File: config.mk
export PLATFORM = sky130hd
export DESIGN_NAME = router_fifo_flat
export DESIGN_NICKNAME = d
export VERILOG_FILES = /design/src/hdl/router_stream_pkg.sv /design/src/hdl/stream_if.sv /design/src/hdl/router_fifo.sv /design/src/flat_wrapper.sv
export VERILOG_INCLUDE_DIRS = /design/src /design/src/include
export SDC_FILE = /design/constraint.sdc
export NUM_CORES = 1
export LEC_CHECK = 0
export ABC_AREA = 1
export BUFFER_PORTS_ARGS = -buffer_cell sky130_fd_sc_hd__buf_2
export CAP_MARGIN = 0
export CORE_AREA = 2 2 279 143
export DETAILED_ROUTE_END_ITERATION = 8
export DIE_AREA = 0 0 281 145
export GPL_TIMING_DRIVEN = 0
export PLACE_DENSITY = 0.77
export SLEW_MARGIN = 10
export SYNTH_ARGS = -nofsm -noshare
export SYNTH_HDL_FRONTEND = slang
export SYNTH_SLANG_ARGS = --single-unit
File: constraint.sdc
create_clock -name clk -period 10.2 [get_ports clk]
set_input_delay 0.51 -clock clk [delete_from_list [all_inputs] [get_ports clk]]
set_output_delay 0.51 -clock clk [all_outputs]
set_load 0.01 [all_outputs]
File: src/include/router_params.svh
// Router core sizes

`ifndef ROUTER_PARAMS_SVH
`define ROUTER_PARAMS_SVH

// Width of one data beat
`define ROUTER_DATA_W      32

// Port counts
`define ROUTER_NUM_ING     2
`define ROUTER_NUM_EGR     2
`define ROUTER_PORT_W      1

// Shared buffer depth, must be a power of two
`define ROUTER_FIFO_DEPTH  16

`define ROUTER_CNT_W       16

`endif

File: src/hdl/router_stream_pkg.sv
// Router stream types

`default_nettype none

package router_stream_pkg;

`include "router_params.svh"

    // Egress port index carried on the stream dest field
    typedef logic [`ROUTER_PORT_W-1:0] egr_port_t;

    // Packet arbiter states
    typedef enum logic {
        ARB_IDLE,
        ARB_PKT
    } arb_state_e;

endpackage

`default_nettype wire

File: src/hdl/stream_if.sv
// Packet stream interface

`timescale 1ns/100ps
`default_nettype none

`include "router_params.svh"

interface stream_if
    import router_stream_pkg::*;
();

    logic [`ROUTER_DATA_W-1:0] data;
    logic                      last;
    egr_port_t                 dest;
    logic                      valid;
    logic                      ready;

    modport source (output data, last, dest, valid, input ready);
    modport sink   (input data, last, dest, valid, output ready);

endinterface

`default_nettype wire

File: src/hdl/router_fifo.sv
// Shared packet buffer

`timescale 1ns/100ps
`default_nettype none

`include "router_params.svh"

module router_fifo
    import router_stream_pkg::*;
(
    input  logic     clk,
    input  logic     rst_n,
    stream_if.sink   wr,
    stream_if.source rd
);

    localparam int DEPTH = `ROUTER_FIFO_DEPTH;
    localparam int AW    = $clog2(DEPTH);

    logic [`ROUTER_DATA_W-1:0] mem_data [DEPTH];
    logic                      mem_last [DEPTH];
    egr_port_t                 mem_dest [DEPTH];

    // One extra bit tells full from empty
    logic [AW:0] wr_ptr;
    logic [AW:0] rd_ptr;
    logic        full;
    logic        empty;

    assign empty = (wr_ptr == rd_ptr);
    assign full  = (wr_ptr[AW] != rd_ptr[AW]) && (wr_ptr[AW-1:0] == rd_ptr[AW-1:0]);

    assign wr.ready = !full;
    assign rd.valid = !empty;

    // Show-ahead read of the head entry
    assign rd.data = mem_data[rd_ptr[AW-1:0]];
    assign rd.last = mem_last[rd_ptr[AW-1:0]];
    assign rd.dest = mem_dest[rd_ptr[AW-1:0]];

    always_ff @(posedge clk) begin
        if (wr.valid && !full) begin
            mem_data[wr_ptr[AW-1:0]] <= wr.data;
            mem_last[wr_ptr[AW-1:0]] <= wr.last;
            mem_dest[wr_ptr[AW-1:0]] <= wr.dest;
        end
    end

    always_ff @(posedge clk) begin
        if (!rst_n) begin
            wr_ptr <= '0;
            rd_ptr <= '0;
        end else begin
            if (wr.valid && !full) wr_ptr <= wr_ptr + 1'b1;
            if (rd.ready && !empty) rd_ptr <= rd_ptr + 1'b1;
        end
    end

endmodule

`default_nettype wire

File: src/flat_wrapper.sv
// flat-port wrapper written by rule: the top's interface ports become plain ports
module router_fifo_flat import router_stream_pkg::*;
  (clk, rst_n, wr_data, wr_last, wr_dest, wr_valid, wr_ready, rd_data, rd_last, rd_dest, rd_valid, rd_ready);
  stream_if wr_i ();
  stream_if rd_i ();
  input  logic clk;
  input  logic rst_n;
  input wire logic [$bits(wr_i.data)-1:0] wr_data;
  input wire logic [$bits(wr_i.last)-1:0] wr_last;
  input wire logic [$bits(wr_i.dest)-1:0] wr_dest;
  input wire logic [$bits(wr_i.valid)-1:0] wr_valid;
  output wire logic [$bits(wr_i.ready)-1:0] wr_ready;
  output wire logic [$bits(rd_i.data)-1:0] rd_data;
  output wire logic [$bits(rd_i.last)-1:0] rd_last;
  output wire logic [$bits(rd_i.dest)-1:0] rd_dest;
  output wire logic [$bits(rd_i.valid)-1:0] rd_valid;
  input wire logic [$bits(rd_i.ready)-1:0] rd_ready;
  assign wr_i.data = wr_data;
  assign wr_i.last = wr_last;
  assign wr_i.dest = wr_dest;
  assign wr_i.valid = wr_valid;
  assign wr_ready = wr_i.ready;
  assign rd_data = rd_i.data;
  assign rd_last = rd_i.last;
  assign rd_dest = rd_i.dest;
  assign rd_valid = rd_i.valid;
  assign rd_i.ready = rd_ready;
  router_fifo u_core (.clk(clk), .rst_n(rst_n), .wr(wr_i), .rd(rd_i));
endmodule
==> results of run 1 <==
==> sequential cells by signal, summed over array words and instances, names as in the netlist, named ones only <==
register / cells
u_core.mem_data: 512
u_core.mem_dest: 16
u_core.mem_last: 16
u_core.rd_ptr: 5
u_core.wr_ptr: 5
==> cells in the mapped netlist (2+ instances only) <==
cell,n,area (µm²)
nand3_1,216,1080
nand2_1,199,747
buf_2,57,285
nand2_2,4,25.0
buf_4,5,37.5
nor2_1,30,113
inv_1,288,1080
inv_2,5,18.8
o21ai_0,136,681
a21oi_2,2,17.5
buf_6,2,22.5
clkbuf_1,31,116
nor3_1,4,20.0
a21oi_1,140,701
ha_1,5,62.6
edfxtp_1,544,16300
o211ai_1,136,1020
xor2_1,3,26.3
buf_1,19,71.3
dfxtp_1,14,280
==> power by group through the flow <==
stage / registers (µW) / logic, µW / clock network (µW)
2_1_floorplan: 2620 / 427 / 0
3_3_place_gp: 2630 / 714 / 0
3_5_place_dp: 2620 / 751 / 0
4_1_cts: 2570 / 758 / 1840
5_1_grt: 2580 / 831 / 1930
6_report: 2570 / 780 / 1840
==> worst paths after layout <==
check / cells past startpoint / start / slack (ps) / endpoint
max: 7 / flop / 6870 / rd_data[1]
min: 3 / rst_n / 230 / u_core.wr_ptr[2]$_SDFFE_PN0P_
max reg2reg: 10 / u_core.wr_ptr[3]$_SDFFE_PN0P_ / 7660 / u_core.mem_data[12][28]$_DFFE_PP_
min reg2reg: 2 / u_core.rd_ptr[4]$_SDFFE_PN0P_ / 550 / u_core.rd_ptr[4]$_SDFFE_PN0P_
==> worst max-delay path: cells and delay by family (launching register included) <==
kind | cells | cell delay [ps]
flip-flops | 1 | 310
buffers and inverters | 4 | 1430
AND/OR/NAND/NOR | 3 | 510
==> layout make-up <==
type,instances,area (µm²)
clock inverter,25,275
fill,2631,12500
buffer,114,533
clock buffer,56,1250
timing repair buffer,98,787
inverter,294,1100
multi-input combinational,881,4670
tap,530,663
sequential,558,16600
==> stage by stage <==
step / hold slack, ps / cells / cell area [µm²] / util [%] / setup slack, ps
global route: 246 / 2556 / 25900 / 67.5 / 6830
floorplan: 494 / 1847 / 22800 / - / 6560
finish: 231 / 2556 / 25900 / 67.5 / 6870
detailed placement: 529 / 2475 / 24400 / 63.5 / 7630
global placement: 519 / 2449 / 23800 / 62.2 / 3850
CTS: 222 / 2556 / 25900 / 67.5 / 6990
==> layer usage <==
layer	share of wire, %	vias to the layer above
met3	16	121
met1	41	7442
li1	-	6815
met4	2.5	0
met5	0	-
met2	41	1224
==> cells in the final DEF (no fill, tap or decap), types with 7 or more instances in the layout <==
| cell type | netlist | routed |
|---|---|---|
| buf_2 | 57 | 129 |
| dfxtp_1 | 14 | 14 |
| buf_4 | 5 | 12 |
| clkbuf_1 | 31 | 38 |
| edfxtp_1 | 544 | 544 |
| o21ai_0 | 136 | 136 |
| o211ai_1 | 136 | 136 |
| nor2_4 | 1 | 13 |
| a21oi_1 | 140 | 140 |
| buf_12 | 0 | 9 |
| nand2_1 | 199 | 199 |
| inv_1 | 288 | 287 |
| nor2_1 | 30 | 18 |
| nand3_1 | 216 | 216 |
| clkbuf_16 | 0 | 49 |
| buf_6 | 2 | 7 |
| buf_1 | 19 | 19 |
| clkinv_1 | 1 | 11 |
==> cell families (layout without fill, tap and decap cells) <==
logic type	Yosys count	in the layout	synth area share [%]
buffers and inverters	408	587	7.17
adder cells (fa/ha/maj)	5	5	0.274
XOR/XNOR	3	3	0.115
AO/OA/AOI/OAI	414	414	10.6
AND/OR/NAND/NOR	459	459	9.00
flip-flops	558	558	72.8
==> reports/metrics.cfg, run 1 <==
[outcome]
status=complete, no violations

[power_and_ir_drop]
ir_worst_vdd_uv=122
power_uw=5200
cellPowerDensity_nw_per_um2=201
p_sw_share_pct=26.8
cellInternalPower_uw=3800
clkPwrFrac_pct=35.5
power_switching_uw=1390
p_seq_share_pct=49.5
leakage_uw=0.00945
comb_power_share_pct=15.0

[clock_network]
cts_tree=yes
holdBufCountCts=0
clock_path_buffers=3
numCtsBuffers=48
clk_latency_ps=580
ctsResizeCount=0
htreeDepth=2
clock-root-buffer=clkbuf_16
cts.sinks=558
cts_setup_buffers=0
path_clk_slew_ps=70

[grt]
first_global_vias=14552
use_met2_pct=42.2
grtUsageMet3_pct=8.92
overflow=0
grt_start_max_net_pins=25
grt_pass1_wl_um=91100
antenna_found_initial=0
met1_usage_pct=48.0
grt.busiest_layer=met1
groute.usage.overall_pct=30.7

[detailed_routing]
via_per_inst=6.10
drc_errors=0
routed_wl_um=62800
antenna_left=0
routedWlPerCell_um=24.6
dr.pass1.iters=8
drtIter0Drc=2810
dr_total_vias=15602

[critical_path]
critPathLaunchType=flop
crit_type=reg -> out
max_stage_delay_ps=740
cpMostUsedCell=buf_2
path_cells=buf_2 > buf_2 > buf_1 > nand3_1 > nand3_1 > nand2_1 > buf_2
crit_slowest_cell=buf_1
arrival_ps=2820
setup.worst_path.end_class=output port
critPathRequiredTime_ps=9690
crit_fanout=10

[synthesis]
synthFlopType=edfxtp_1
synth_cell_types=27
synthArstFlopShare_pct=0
synth_area_um2=22800
syn_inst=1847
synth_nets=1890
yosys_warnings=0
ys_seq_area_share_pct=72.8
synth-seq-cells=558
synth_edf_count=544
syn_avg_cell_area_um2=12.4

[timing]
fin_tns_setup_ps=0
skew_ps=14.5
grt_setup_unrepaired=no
fmax_ghz=0.300
worstMarginPinSlew_ps=931
period_needed_ps=3330
drv_slew=0
slew-limit-headroom_pct=38.0
setup_violations=0
hold_violations=0
finalCritPeriodShare_pct=32.7

[placement]
gp_congestion=0.880
hpwl_um=42200
portBuffers=72

[layout]
layout-drive-gt1-share_pct=12.8
n_antenna_cell=0
final_nets=2038
syn_to_final_growth_pct=13.5

[floorplanning]
pin_count=74
die_area_um2=40700
die_w_um=281
initial_core_util_pct=59.5
die_h_um=145
rows=51
design.core.area_um2=38400

[job]
maxCapViolations=0

[worst_hold_path]
holdCritPathClass=in -> reg

No activity file was read; power rests on OpenSTA's default activity.
==> inputs of run 2 (changes only) <==
==> constraint.sdc (replaced) <==
create_clock -name clk -period 3.2 [get_ports clk]
set_input_delay 0.16 -clock clk [delete_from_list [all_inputs] [get_ports clk]]
set_output_delay 0.16 -clock clk [all_outputs]
set_load 0.01 [all_outputs]
==> run 2 against run 1 <==
Via count increased by 0.62%. Wire length increased by 0.83%. Sequential power increased to 3.2 times the previous value. Critical path type unchanged. Largest cell class unchanged.
==> reports/metrics.cfg, run 2 (synthesis results as in run 1) <==
[layout]
final_common_cell=edfxtp_1
n_antenna_cell=0
fin_util_pct=68.5
layout-drive-gt1-share_pct=12.6
final_cells=2593
fill_cells=2596
syn_to_final_growth_pct=15.1
largest_reg_flops=512
final_nets=2075
mostFrequentLayoutCells=544 x edfxtp_1, 287 x inv_1, 216 x nand3_1

[clock_network]
clock_path_buffers=3
path_clk_slew_ps=70
clk_latency_ps=580
clock-root-buffer=clkbuf_16
cts.sinks=558
cts_tree=yes
numCtsBuffers=48
htreeDepth=2

[detailed_routing]
routedWlPerCell_um=24.4
met1_length_um=25800
met3_length_um=9720
dr.pass1.iters=6
highest_layer=met4
dr_total_vias=15698
antenna_left=0
routed_wl_um=63300
drtIter0Drc=2759
drc_errors=0
via_per_inst=6.05
dr_wl_met2_um=26100

[power_and_ir_drop]
p_sw_share_pct=26.8
cellInternalPower_uw=12200
cellPowerDensity_nw_per_um2=632
power_switching_uw=4450
clkPwrFrac_pct=35.4
comb_power_share_pct=15.2
ir_worst_vdd_uv=413
leakage_uw=0.00960
p_seq_share_pct=49.4

[critical_path]
r2r_start=u_core.wr_ptr[3]$_SDFFE_PN0P_
regToRegSetupSlack_ps=660
critPathRequiredTime_ps=3040
crit_fanout=10
endpoint=rd_data[1]
arrival_ps=2820
setup.worst_path.end_class=output port
crit_type=reg -> out
worst_r2r_path_depth=11
critPathLaunchType=flop
r2r_end=u_core.mem_data[13][18]$_DFFE_PP_

[grt]
groute.usage.overall_pct=31.0
antenna_found_initial=0
first_global_vias=14767
overflow=0
grt_pass1_wl_um=92100
grt_start_max_net_pins=25

[worst_hold_path]
holdCritPathClass=in -> reg

[floorplanning]
design.core.area_um2=38400
die_w_um=281
pin_count=74
die_area_um2=40700
initial_core_util_pct=59.5
rows=51
die_h_um=145

[timing]
slew-limit-headroom_pct=38.5
finalCritPeriodShare_pct=93.1
skew_ps=13.1
worstMarginPinSlew_ps=922
setup_violations=0
fmax_ghz=0.336
drv_slew=0
period_needed_ps=2980
grt_setup_unrepaired=no
hold_violations=0

[placement]
dp.cells=2475
portBuffers=72
hpwl_um=42200
gp_congestion=0.880

[job]
maxCapViolations=0

[outcome]
status=complete, no violations

[run 2: cell types whose count changed in the layout (fill, tap and decap cells not counted), sizes merged]
cell,previous run,this run
dlygate4sd3,0,37
[run 2: how the worst min path moves through the flow]
| stage | from | endpoint | slack [ps] | depth (start not counted) |
|---|---|---|---|---|
| 5_1_grt | rst_n | u_core.wr_ptr[2]$_SDFFE_PN0P_ | 470 | 4 |
| 4_1_cts | rst_n | u_core.wr_ptr[2]$_SDFFE_PN0P_ | 420 | 4 |
| 2_1_floorplan | wr_data[0] | u_core.mem_data[0][0]$_DFFE_PP_ | 260 | 0 |
| 6_report | rst_n | u_core.wr_ptr[2]$_SDFFE_PN0P_ | 450 | 4 |
| 3_5_place_dp | rst_n | u_core.rd_ptr[4]$_SDFFE_PN0P_ | 470 | 3 |
| 3_3_place_gp | rst_n | u_core.rd_ptr[4]$_SDFFE_PN0P_ | 460 | 3 |
[run 2: repair_timing]
action	CTS	global route
hold endpoints to repair	552	0
resized for setup	0	0
hold buffers	37	0
setup buffers	0	0
[run 2: cell type report]
class                           count  area, µm²  area share [%]
Sequential cell                   558      16600            63.3
Multi-Input combinational cell    881       4670            17.8
Clock buffer                       56       1250            4.77
Timing Repair Buffer              135       1160            4.41
Inverter                          294       1100            4.20
Tap cell                          530        663            2.52
Buffer                            114        533            2.03
Clock inverter                     25        275            1.05
[run 2: per-layer routing]
layer | up-vias | global-route usage, %
met3 | 132 | 9.07
met4 | 0 | 8.53
li1 | 6894 | -
met1 | 7497 | 48.3
met5 | - | 0
met2 | 1175 | 42.7
[run 2: power groups by stage]
stage               clock network, µW  registers (µW)  logic [µW]
CTS                              5860            8210        2450
floorplan                           0            8360        1360
detailed placement                  0            8360        2390
global placement                    0            8370        2270
finish                           5870            8210        2520
global route                     6170            8210        2690
[run 2: worst max-delay path, stage by stage (launching register included)]
cell and delay [ps]:
dfxtp_1 310, buf_2 210, buf_2 330, buf_1 730, nand3_1 190, nand3_1 210
nand2_1 110, buf_2 150
[run 2: through the flow]
step	area, µm²	setup TNS, ps	setup slack, ps	power (µW)	hold slack, ps
after floorplan	22800	-44650	-438	9720	259
after global placement	23800	-769780	-3150	10600	462
after detailed placement	24400	0	727	10800	470
after CTS	26300	0	342	16500	421
after global routing	26300	0	184	17100	466
final	26300	0	221	16600	445
