`src/include/router_params.svh`:
```
// Router core sizes

`ifndef ROUTER_PARAMS_SVH
`define ROUTER_PARAMS_SVH

// Width of one data beat
`define ROUTER_DATA_W      32

// Port counts
`define ROUTER_NUM_ING     2
`define ROUTER_NUM_EGR     2
`define ROUTER_PORT_W      1

// Shared buffer depth, must be a power of two
`define ROUTER_FIFO_DEPTH  16

`define ROUTER_CNT_W       16

`endif

```
`src/hdl/router_stream_pkg.sv`:
```
// Router stream types

`default_nettype none

package router_stream_pkg;

`include "router_params.svh"

    // Egress port index carried on the stream dest field
    typedef logic [`ROUTER_PORT_W-1:0] egr_port_t;

    // Packet arbiter states
    typedef enum logic {
        ARB_IDLE,
        ARB_PKT
    } arb_state_e;

endpackage

`default_nettype wire

```
`src/hdl/router_csr_pkg.sv`:
```
// Router register types

`default_nettype none

package router_csr_pkg;

    import router_stream_pkg::*;

    // Register map
    typedef enum logic [3:0] {
        FWD_ING0  = 4'd0,
        FWD_ING1  = 4'd1,
        EGR_CNT0  = 4'd4,
        EGR_CNT1  = 4'd5,
        DROP_CNT0 = 4'd8,
        DROP_CNT1 = 4'd9
    } csr_addr_e;

    // One forwarding table entry per ingress port
    typedef struct packed {
        logic      en;
        egr_port_t egr;
    } fwd_entry_t;

endpackage

`default_nettype wire

```
`src/hdl/router_csr.sv`:
```
// Forwarding table and counters

`timescale 1ns/100ps
`default_nettype none

`include "router_params.svh"

module router_csr
    import router_csr_pkg::*;
(
    input  logic                                clk,
    input  logic                                rst_n,
    input  logic                                csr_wr,
    input  logic                                csr_rd,
    input  csr_addr_e                           csr_addr,
    input  logic [`ROUTER_DATA_W-1:0]           csr_wdata,
    output logic [`ROUTER_DATA_W-1:0]           csr_rdata,
    output logic                                csr_rvalid,
    output fwd_entry_t [`ROUTER_NUM_ING-1:0]    fwd_table,
    input  logic [`ROUTER_NUM_EGR-1:0]          done,
    input  logic [`ROUTER_NUM_ING-1:0]          drop
);

    localparam int NI = `ROUTER_NUM_ING;
    localparam int NE = `ROUTER_NUM_EGR;
    localparam int DW = `ROUTER_DATA_W;
    localparam int FW = $bits(fwd_entry_t);

    logic [NE-1:0][`ROUTER_CNT_W-1:0] egr_cnt;
    logic [NI-1:0][`ROUTER_CNT_W-1:0] drop_cnt;
    logic [DW-1:0]                    rd_mux;

    //////////////////////////////
    // Writes and counters

    always_ff @(posedge clk) begin
        if (!rst_n) begin
            fwd_table <= '0;
            egr_cnt   <= '0;
            drop_cnt  <= '0;
        end else begin
            for (int i = 0; i < NI; i++) begin
                if (csr_wr && csr_addr == csr_addr_e'(FWD_ING0 + i)) begin
                    fwd_table[i] <= fwd_entry_t'(csr_wdata[FW-1:0]);
                end
                if (drop[i]) drop_cnt[i] <= drop_cnt[i] + 1'b1;
            end
            // Wrapping packet counts
            for (int i = 0; i < NE; i++) begin
                if (done[i]) egr_cnt[i] <= egr_cnt[i] + 1'b1;
            end
        end
    end

    //////////////////////////////
    // Reads

    // Each register bank starts at its enum base address
    always_comb begin
        rd_mux = '0;
        for (int i = 0; i < NI; i++) begin
            if (csr_addr == csr_addr_e'(FWD_ING0 + i))  rd_mux = DW'(fwd_table[i]);
            if (csr_addr == csr_addr_e'(DROP_CNT0 + i)) rd_mux = DW'(drop_cnt[i]);
        end
        for (int i = 0; i < NE; i++) begin
            if (csr_addr == csr_addr_e'(EGR_CNT0 + i)) rd_mux = DW'(egr_cnt[i]);
        end
    end

    always_ff @(posedge clk) begin
        if (csr_rd) csr_rdata <= rd_mux;
    end

    always_ff @(posedge clk) begin
        if (!rst_n) csr_rvalid <= 1'b0;
        else        csr_rvalid <= csr_rd;
    end

endmodule

`default_nettype wire

```
`config.mk`:
```
export PLATFORM = sky130hd
export DESIGN_NAME = router_csr
export DESIGN_NICKNAME = d
export VERILOG_FILES = /design/src/hdl/router_stream_pkg.sv /design/src/hdl/router_csr_pkg.sv /design/src/hdl/router_csr.sv
export VERILOG_INCLUDE_DIRS = /design/src /design/src/include
export SDC_FILE = /design/constraint.sdc
export NUM_CORES = 1
export LEC_CHECK = 0
export ABC_AREA = 1
export BUFFER_PORTS_ARGS = -buffer_cell sky130_fd_sc_hd__buf_4
export CAP_MARGIN = 40
export CELL_PAD_IN_SITES_DETAIL_PLACEMENT = 0
export CELL_PAD_IN_SITES_GLOBAL_PLACEMENT = 2
export CORE_ASPECT_RATIO = 1.25
export CORE_MARGIN = 2
export CORE_UTILIZATION = 33
export DETAILED_ROUTE_END_ITERATION = 12
export PLACE_DENSITY = 0.83
export SLEW_MARGIN = 25
export SYNTH_ARGS = -nofsm -noshare
export SYNTH_HDL_FRONTEND = slang
export SYNTH_SLANG_ARGS = --single-unit
```
`constraint.sdc`:
```
create_clock -name clk -period 2.7 [get_ports clk]
set_clock_uncertainty 0.1 [all_clocks]
set_input_delay 0.54 -clock clk [delete_from_list [all_inputs] [get_ports clk]]
set_output_delay 0.54 -clock clk [all_outputs]
set_load 0.1 [all_outputs]
```
==> impl_results.html, run 1 <==
<table>
<tr><th>Metric</th><th>Value</th></tr>
<tr><th colspan="2">Placed design</th></tr>
<tr><td>Count of buffers from port buffering</td><td>34</td></tr>
<tr><td>Cell total after placement</td><td>775</td></tr>
<tr><td>Placement-stage worst setup slack</td><td>0.622 ns</td></tr>
<tr><td>Post-detail-place hpwl</td><td>8.51 mm</td></tr>
<tr><td>Final weighted congestion in routability-driven placement</td><td>0.828</td></tr>
<tr><th colspan="2">Die</th></tr>
<tr><td>Core Region</td><td>approximately 0.013 mm^2</td></tr>
<tr><td>Die height</td><td>132 um</td></tr>
<tr><td>Effective utilization at floorplan</td><td>0.337</td></tr>
<tr><td>Number of rows created at floorplan</td><td>46</td></tr>
<tr><td>Floorplan die area</td><td>0.0139 mm^2</td></tr>
<tr><td>Die extent in x</td><td>about 110 um</td></tr>
<tr><td>Number of top-level design ports</td><td>between 80 and 90</td></tr>
<tr><th colspan="2">Critical path</th></tr>
<tr><td>Slowest cell delay on critical path</td><td>0.38 ns</td></tr>
<tr><td>Slowest library cell on the worst path</td><td>o22ai_1</td></tr>
<tr><td>Nature of the critical path startpoint</td><td>input port</td></tr>
<tr><td>Worst EP arrival</td><td>~1.8 ns</td></tr>
<tr><td>Crit-path max FO</td><td>14</td></tr>
<tr><td>CP Data Required Time</td><td>approximately 2.8 ns</td></tr>
<tr><td>Path type of the worst setup path</td><td>input port to flop</td></tr>
<tr><td>Kind of capture point of the worst setup path</td><td>flop</td></tr>
<tr><td>Cells traversed along the worst timing path</td><td>buf_4, nor2_2, nand2_1, o22ai_1, a21oi_1, o21ai_0</td></tr>
<tr><th colspan="2">Finish</th></tr>
<tr><td>Number of nets at the end of the flow</td><td>666</td></tr>
<tr><td>Synth-to-Final Area Change</td><td>16.0%</td></tr>
<tr><td>Ratio of cells with drive above 1 in the final layout</td><td>0.144</td></tr>
<tr><td>Non-filler instance count after layout</td><td>about 800</td></tr>
<tr><td>Fin util</td><td>0.391</td></tr>
<tr><td>Count of antenna diodes in the layout</td><td>0</td></tr>
<tr><th colspan="2">Global route</th></tr>
<tr><td>First-pass GRT wire length</td><td>18.2 mm</td></tr>
<tr><td>Total routing resource utilization after global routing</td><td>0.168</td></tr>
<tr><td>Vias in the first global route</td><td>between 3000 and 4000</td></tr>
<tr><td>Grt total ovfl</td><td>0</td></tr>
<tr><td>Pin count of the biggest net entering global routing</td><td>41</td></tr>
<tr><td>Antenna violations before repair</td><td>0</td></tr>
<tr><th colspan="2">Pwr</th></tr>
<tr><td>Clk pwr share</td><td>0.451</td></tr>
<tr><td>Maximum vdd drop</td><td>0.000231 V</td></tr>
<tr><td>Sequential fraction of design power</td><td>0.444</td></tr>
<tr><td>Reported net switching power</td><td>~0.0008 W</td></tr>
<tr><td>Combinational share of power</td><td>0.105</td></tr>
<tr><td>Net switching share of the total power</td><td>0.266</td></tr>
<tr><td>Leakage power summed over all cells</td><td>1.87 nW</td></tr>
<tr><td>Internal cell power</td><td>0.00220 W</td></tr>
<tr><td>Total power density per cell area</td><td>602 mW/mm^2</td></tr>
<tr><th colspan="2">Synthesis</th></tr>
<tr><td>Share of Yosys cell area claimed by the top area cell type</td><td>0.322</td></tr>
<tr><td>Synthesized netlist cell count</td><td>584</td></tr>
<tr><td>Primary FF master, synth</td><td>dfxtp_1</td></tr>
<tr><td>Multiplexer share of the synthesized area</td><td>0</td></tr>
<tr><td>Xor/xnor cell area share of the yosys netlist</td><td>0.00204</td></tr>
<tr><td>Cell type contributing the most total cell area after synthesis</td><td>dfxtp_1</td></tr>
<tr><td>Avg Synthesized Cell Area</td><td>7.35 um^2</td></tr>
<tr><td>Number of flops mapped to enable cells by yosys</td><td>16</td></tr>
<tr><td>Synth unique cells</td><td>33</td></tr>
<tr><td>Async S/R FF share, synth</td><td>0</td></tr>
<tr><td>Simple-gate portion of the synthesized area</td><td>0.278</td></tr>
<tr><td>Adder-Cell Fraction of Synth Area</td><td>0.0117</td></tr>
<tr><td>Area fraction in compound gates after synthesis</td><td>0.167</td></tr>
<tr><td>Share of the yosys chip area belonging to registers</td><td>0.434</td></tr>
<tr><td>Number of storage elements in the synthesis netlist</td><td>85</td></tr>
<tr><td>Most common library cells after synthesis</td><td>nand2_1 (118), dfxtp_1 (69), nor2_1 (67), inv_1 (66), a21oi_1 (61)</td></tr>
<tr><td>Most numerous cell in the Yosys netlist</td><td>nand2_1</td></tr>
<tr><td>Main combinational cell family by area after synthesis</td><td>simple AND/OR/NAND/NOR gates</td></tr>
<tr><td>YS warnings</td><td>0</td></tr>
<tr><td>Main area contributors after synthesis</td><td>dfxtp_1 (32%), edfxtp_1 (11%), nand2_1 (10%), a21oi_1 (7.1%), nor2_1 (5.9%)</td></tr>
<tr><td>Post-Syn Area</td><td>0.00429 mm^2</td></tr>
<tr><th colspan="2">Route</th></tr>
<tr><td>Routed Antenna Nets</td><td>0</td></tr>
<tr><td>First-iteration detailed-routing DRC count</td><td>~160</td></tr>
<tr><td>Avg Vias per Cell</td><td>4.71</td></tr>
<tr><td>DRC errors left</td><td>0</td></tr>
<tr><td>1st-pass router iterations</td><td>4</td></tr>
<tr><td>Routed len/inst</td><td>between 10 and 15 um</td></tr>
<tr><td>Total routed wirelength</td><td>11.2 mm</td></tr>
<tr><td>Overall via count from detail_route</td><td>3724</td></tr>
<tr><th colspan="2">Timing</th></tr>
<tr><td>Final setup margin</td><td>0.976 ns</td></tr>
<tr><td>Fmax</td><td>~0.58 GHz</td></tr>
<tr><td>Setup_tns</td><td>0 ns</td></tr>
<tr><td>Final period utilization</td><td>0.639</td></tr>
<tr><td>Number of slew-limit violations in the final report</td><td>0</td></tr>
<tr><td>Post-layout minimum cycle time</td><td>1.72 ns</td></tr>
<tr><td>Finish-stage setup viols</td><td>0</td></tr>
<tr><td>Setup repair after global routing missed its margin</td><td>no</td></tr>
<tr><td>Final Hold Fails</td><td>0</td></tr>
<tr><th colspan="2">Clock tree</th></tr>
<tr><td>Total setup buffers inserted after CTS</td><td>0</td></tr>
<tr><td>Worst-case clock buffer depth</td><td>2</td></tr>
<tr><td>Clock tree from TritonCTS</td><td>built</td></tr>
<tr><td>PostCTS Resize Cnt</td><td>0</td></tr>
<tr><td>Clock buffers created by TritonCTS</td><td>9</td></tr>
<tr><td>Clock-pin slew reported for the worst setup and hold paths after clock tree synthesis</td><td>0.06 ns</td></tr>
<tr><td>Clock sink count</td><td>85</td></tr>
<tr><td>Number of levels the H-tree was split into</td><td>3</td></tr>
<tr><td>Root Buffer Master</td><td>clkbuf_16</td></tr>
<tr><td>Number of buffers added to fix hold violations after cts</td><td>0</td></tr>
<tr><td>Clk Latency, worst-skew pair</td><td>0.34 ns</td></tr>
<tr><th colspan="2">Run status</th></tr>
<tr><td>Result of the run</td><td>complete, no violations</td></tr>
<tr><th colspan="2">Flow run</th></tr>
<tr><td>Number of max-capacitance violations reported</td><td>0</td></tr>
<tr><th colspan="2">Hold path</th></tr>
<tr><td>Min-Delay Path Class</td><td>input port to flop</td></tr>
</table>
registers in the layout, indices dropped and copies added (netlist names):
name and count:
csr_rdata 16, egr_cnt 32, fwd_table 4, drop_cnt 32, csr_rvalid 1
logic make-up (layout without fill, tap and decap cells):
group                    count (synthesis)  after routing
buffers and inverters                  104            128
flip-flops                              85             85
other                                    1             16
AO/OA/AOI/OAI                          133            133
AND/OR/NAND/NOR                        256            256
XOR/XNOR                                 1              1
adder cells (fa/ha/maj)                  4              4
worst max-delay path: cells and delay by family:
family / cells / cell delay (ns)
compound gates: 3 / 0.59
simple gates: 2 / 0.54
buf+inv: 1 / 0.12
final timing paths:
kind	slack (ns)	to	cells past startpoint	startpoint
hold / removal	0.35	drop_cnt[1]	2	drop[0]
setup / recovery	0.98	csr_rdata[7]	6	csr_addr[0]
hold reg to reg	0.37	fwd_table[1]	2	fwd_table[1]
setup reg to reg	1.10	drop_cnt[14]	8	drop_cnt[0]
cell type report:
| type | instances | area (um^2) |
|---|---|---|
| Clock buffer | 10 | 239 |
| Fill cell | 1358 | 7740 |
| Clock inverter | 6 | 86.3 |
| Multi-Input combinational cell | 410 | 2030 |
| Timing Repair Buffer | 36 | 270 |
| Tap cell | 168 | 210 |
| Inverter | 76 | 285 |
| Sequential cell | 85 | 1860 |
power by group through the flow:
stage / clock (W) / sequential, W / combinational [W]
6_report: 0.00135 / 0.00133 / 0.000314
5_1_grt: 0.00144 / 0.00133 / 0.000334
4_1_cts: 0.00139 / 0.00133 / 0.000316
3_5_place_dp: 0 / 0.00136 / 0.000315
3_3_place_gp: 0 / 0.00136 / 0.000313
2_1_floorplan: 0 / 0.00144 / 0.000188
cells in the final DEF (no fill, tap or decap), types with 16 or more instances in the layout:
cell type,synthesis,routed
conb_1,1,16
inv_1,66,66
buf_4,17,36
o21ai_0,41,41
a21oi_1,61,61
nand3_1,20,20
edfxtp_1,16,16
nor2_1,67,67
nand2_1,118,118
dfxtp_1,69,69
metrics by stage:
stage	total power, W	area (um^2)	hold WS [ns]
3_3_place_gp	0.00167	4650	0.364
2_1_floorplan	0.00162	4350	0.343
5_1_grt	0.00311	4980	0.354
4_1_cts	0.00304	4980	0.342
6_report	0.00300	4980	0.351
3_5_place_dp	0.00167	4650	0.364
routing by layer:
layer | share of wire | wire, um | vias up | global-route usage
met3 | 0.040 | 451 | 19 | 0.0337
met2 | 0.49 | 5490 | 70 | 0.291
met1 | 0.45 | 5010 | 1676 | 0.201
met4 | 0.025 | 278 | 0 | 0.0702
met5 | 0 | 0 | - | 0
li1 | - | - | 1959 | -
No activity file was read; power rests on OpenSTA's default activity.
==> run 2: changes to the inputs <==
--- a/config.mk
+++ b/config.mk
@@ -13,9 +13,9 @@
 export CELL_PAD_IN_SITES_GLOBAL_PLACEMENT = 2
 export CORE_ASPECT_RATIO = 1.25
 export CORE_MARGIN = 2
-export CORE_UTILIZATION = 33
+export CORE_UTILIZATION = 28
 export DETAILED_ROUTE_END_ITERATION = 12
-export PLACE_DENSITY = 0.83
+export PLACE_DENSITY = 0.75
 export SLEW_MARGIN = 25
 export SYNTH_ARGS = -nofsm -noshare
 export SYNTH_HDL_FRONTEND = slang
==> constraint.sdc (replaced) <==
create_clock -name clk -period 1.5 [get_ports clk]
set_clock_uncertainty 0.1 [all_clocks]
set_input_delay 0.3 -clock clk [delete_from_list [all_inputs] [get_ports clk]]
set_output_delay 0.3 -clock clk [all_outputs]
set_load 0.1 [all_outputs]
==> impl_results.html, run 2 (synthesis results as in run 1) <==
<table>
<tr><th>Metric</th><th>Value</th></tr>
<tr><th colspan="2">Route</th></tr>
<tr><td>First-iteration detailed-routing DRC count</td><td>166</td></tr>
<tr><td>Routed Antenna Nets</td><td>0</td></tr>
<tr><td>Routed len/inst</td><td>14.5 um</td></tr>
<tr><td>Overall via count from detail_route</td><td>3880</td></tr>
<tr><td>Met1 Routed Length</td><td>5.35 mm</td></tr>
<tr><td>1st-pass router iterations</td><td>4</td></tr>
<tr><td>DR top layer</td><td>met4</td></tr>
<tr><td>Met2 WL</td><td>between 6 and 7 mm</td></tr>
<tr><td>Total routed wirelength</td><td>approximately 12 mm</td></tr>
<tr><td>Met3 wire length</td><td>608 um</td></tr>
<tr><td>Avg Vias per Cell</td><td>4.61</td></tr>
<tr><td>DRC errors left</td><td>0</td></tr>
<tr><th colspan="2">Die</th></tr>
<tr><td>Die height</td><td>142 um</td></tr>
<tr><td>Core Region</td><td>0.0150 mm^2</td></tr>
<tr><td>Number of top-level design ports</td><td>81</td></tr>
<tr><td>Effective utilization at floorplan</td><td>0.286</td></tr>
<tr><td>Die extent in x</td><td>115 um</td></tr>
<tr><td>Floorplan die area</td><td>0.0163 mm^2</td></tr>
<tr><td>Number of rows created at floorplan</td><td>50</td></tr>
<tr><th colspan="2">Timing</th></tr>
<tr><td>Setup repair after global routing missed its margin</td><td>yes</td></tr>
<tr><td>Final Hold Fails</td><td>0</td></tr>
<tr><td>Finish-stage setup viols</td><td>0</td></tr>
<tr><td>Post-layout minimum cycle time</td><td>approximately 1.4 ns</td></tr>
<tr><td>Setup_tns</td><td>0 ns</td></tr>
<tr><td>Final period utilization</td><td>0.965</td></tr>
<tr><td>Number of slew-limit violations in the final report</td><td>0</td></tr>
<tr><td>Fmax</td><td>approximately 0.7 GHz</td></tr>
<tr><th colspan="2">Pwr</th></tr>
<tr><td>Pwr Total</td><td>0.00562 W</td></tr>
<tr><td>Total power density per cell area</td><td>1030 mW/mm^2</td></tr>
<tr><td>Leakage power summed over all cells</td><td>2.13 nW</td></tr>
<tr><td>Maximum vdd drop</td><td>around 0.00039 V</td></tr>
<tr><th colspan="2">Flow run</th></tr>
<tr><td>Number of max-capacitance violations reported</td><td>0</td></tr>
<tr><th colspan="2">Clock tree</th></tr>
<tr><td>Worst-case clock buffer depth</td><td>2</td></tr>
<tr><td>Clock sink count</td><td>85</td></tr>
<tr><td>Clk Latency, worst-skew pair</td><td>0.35 ns</td></tr>
<tr><td>Clock-pin slew reported for the worst setup and hold paths after clock tree synthesis</td><td>0.06 ns</td></tr>
<tr><td>Root Buffer Master</td><td>clkbuf_16</td></tr>
<tr><td>Clock tree from TritonCTS</td><td>built</td></tr>
<tr><td>Number of levels the H-tree was split into</td><td>3</td></tr>
<tr><td>Clock buffers created by TritonCTS</td><td>9</td></tr>
<tr><th colspan="2">Finish</th></tr>
<tr><td>Synth-to-Final Area Change</td><td>27.4%</td></tr>
<tr><td>Number of nets at the end of the flow</td><td>~700</td></tr>
<tr><td>Fill cell instance count of the final layout</td><td>1574</td></tr>
<tr><td>Commonest cells after routing, fill and taps aside</td><td>nand2_1 (114), buf_4 (70), inv_1 (66), a21oi_1 (61), nor2_1 (60)</td></tr>
<tr><td>Area taken by flip-flops and latches</td><td>~0.0019 mm^2</td></tr>
<tr><td>Count of antenna diodes in the layout</td><td>0</td></tr>
<tr><td>Most common cell after layout, fill and taps aside</td><td>nand2_1</td></tr>
<tr><td>Top flop regs</td><td>drop_cnt (32), egr_cnt (32), csr_rdata (16)</td></tr>
<tr><td>Total area of multi-input combinational cells</td><td>0.00214 mm^2</td></tr>
<tr><td>Fin util</td><td>0.364</td></tr>
<tr><td>Ratio of cells with drive above 1 in the final layout</td><td>0.232</td></tr>
<tr><th colspan="2">Global route</th></tr>
<tr><td>First-pass GRT wire length</td><td>19.3 mm</td></tr>
<tr><td>Grt total ovfl</td><td>0</td></tr>
<tr><td>Pin count of the biggest net entering global routing</td><td>30</td></tr>
<tr><td>Antenna violations before repair</td><td>0</td></tr>
<tr><td>Vias in the first global route</td><td>3798</td></tr>
<tr><td>Total routing resource utilization after global routing</td><td>0.155</td></tr>
<tr><th colspan="2">Hold path</th></tr>
<tr><td>Hold path startpoint</td><td>drop[0]</td></tr>
<tr><td>Hold Path Stages</td><td>2</td></tr>
<tr><td>Hold path endpoint</td><td>drop_cnt[0]</td></tr>
<tr><td>Min-Delay Path Class</td><td>input port to flop</td></tr>
<tr><th colspan="2">Critical path</th></tr>
<tr><td>CP Data Required Time</td><td>1.69 ns</td></tr>
<tr><td>Source of the worst register-to-register timing path</td><td>egr_cnt[16]</td></tr>
<tr><td>Worst flop-to-flop path endpoint</td><td>egr_cnt[28]</td></tr>
<tr><td>Worst EP arrival</td><td>about 1.6 ns</td></tr>
<tr><td>Nature of the critical path startpoint</td><td>flop</td></tr>
<tr><td>Worst reg2reg setup slack</td><td>0.05 ns</td></tr>
<tr><td>Crit-path max FO</td><td>4</td></tr>
<tr><td>Path type of the worst setup path</td><td>flop to flop</td></tr>
<tr><td>Kind of capture point of the worst setup path</td><td>flop</td></tr>
<tr><td>Path depth of the worst reg2reg path</td><td>9</td></tr>
<tr><th colspan="2">Run status</th></tr>
<tr><td>Result of the run</td><td>complete, no violations</td></tr>
<tr><th colspan="2">Placed design</th></tr>
<tr><td>Count of buffers from port buffering</td><td>34</td></tr>
<tr><td>Post-detail-place hpwl</td><td>9.47 mm</td></tr>
<tr><td>Final weighted congestion in routability-driven placement</td><td>~0.86</td></tr>
</table>
run 2: cell types whose count changed in the layout (fill, tap and decap cells not counted), moves of 4 or more:
cell     before  now
buf_4        36   70
dfxtp_1      69   57
dfxtp_2       0    7
dfxtp_4       0    5
nand2_1     118  114
nor2_1       67   60
nor2_2       12   16
run 2: how the worst max path moves through the flow:
stage | start | to | slack [ns]
detailed placement | csr_addr[0] | csr_rdata[1] | -0.08
global route | egr_cnt[0] | egr_cnt[12] | -0.04
global placement | csr_addr[1] | csr_rdata[15] | -0.13
floorplan | drop_cnt[0] | drop_cnt[14] | 0.14
CTS | drop_cnt[0] | drop_cnt[14] | 0.01
finish | egr_cnt[16] | egr_cnt[28] | 0.05
run 2: stage by stage:
| step | hold slack (ns) | setup WS, ns | instances | instance area [um^2] |
|---|---|---|---|---|
| after floorplan | 0.298 | 0.136 | 599 | 4350 |
| after global placement | 0.359 | -0.131 | 823 | 4970 |
| after detailed placement | 0.365 | -0.0842 | 823 | 4970 |
| after CTS | 0.0934 | 0.00979 | 839 | 5310 |
| after global routing | 0.105 | -0.0370 | 842 | 5470 |
| final | 0.0949 | 0.0518 | 842 | 5470 |
run 2: critical path, cell delays in order, from the launching register on:
cell and delay [ns]:
dfxtp_4 0.37, ha_4 0.14, nand2_2 0.07, nor3_4 0.22
nand2_2 0.11, nor2_4 0.16, inv_2 0.05, nor2_2 0.07
nor2_1 0.05, nor2_2 0.06
run 2: per-layer routing:
layer / track usage / vias up
met5: 0 / -
met4: 0.0590 / 0
met3: 0.0319 / 9
met2: 0.271 / 80
met1: 0.187 / 1759
li1: - / 2032
run 2: power breakdown:
group          total (W)  internal, W  switching [W]
Sequential       0.00240      0.00237      0.0000350
Clock            0.00257      0.00162       0.000956
Combinational   0.000643     0.000152       0.000491
Total            0.00562      0.00414        0.00148
run 2: area by class of cell:
class / count / share of cell area
Clock buffer: 9 / 0.0412
Clock inverter: 7 / 0.0208
Inverter: 76 / 0.0522
Multi-Input combinational cell: 410 / 0.391
Sequential cell: 85 / 0.346
Tap cell: 182 / 0.0417
Timing Repair Buffer: 73 / 0.107
run 2: timing repair:
action | 4_1_cts | 5_1_grt
pin swaps | 0 | 7
hold buffers | 0 | 0
endpoints found under the setup margin | 2 | 19
resized for setup | 1 | 38
buffers inserted | 0 | 3
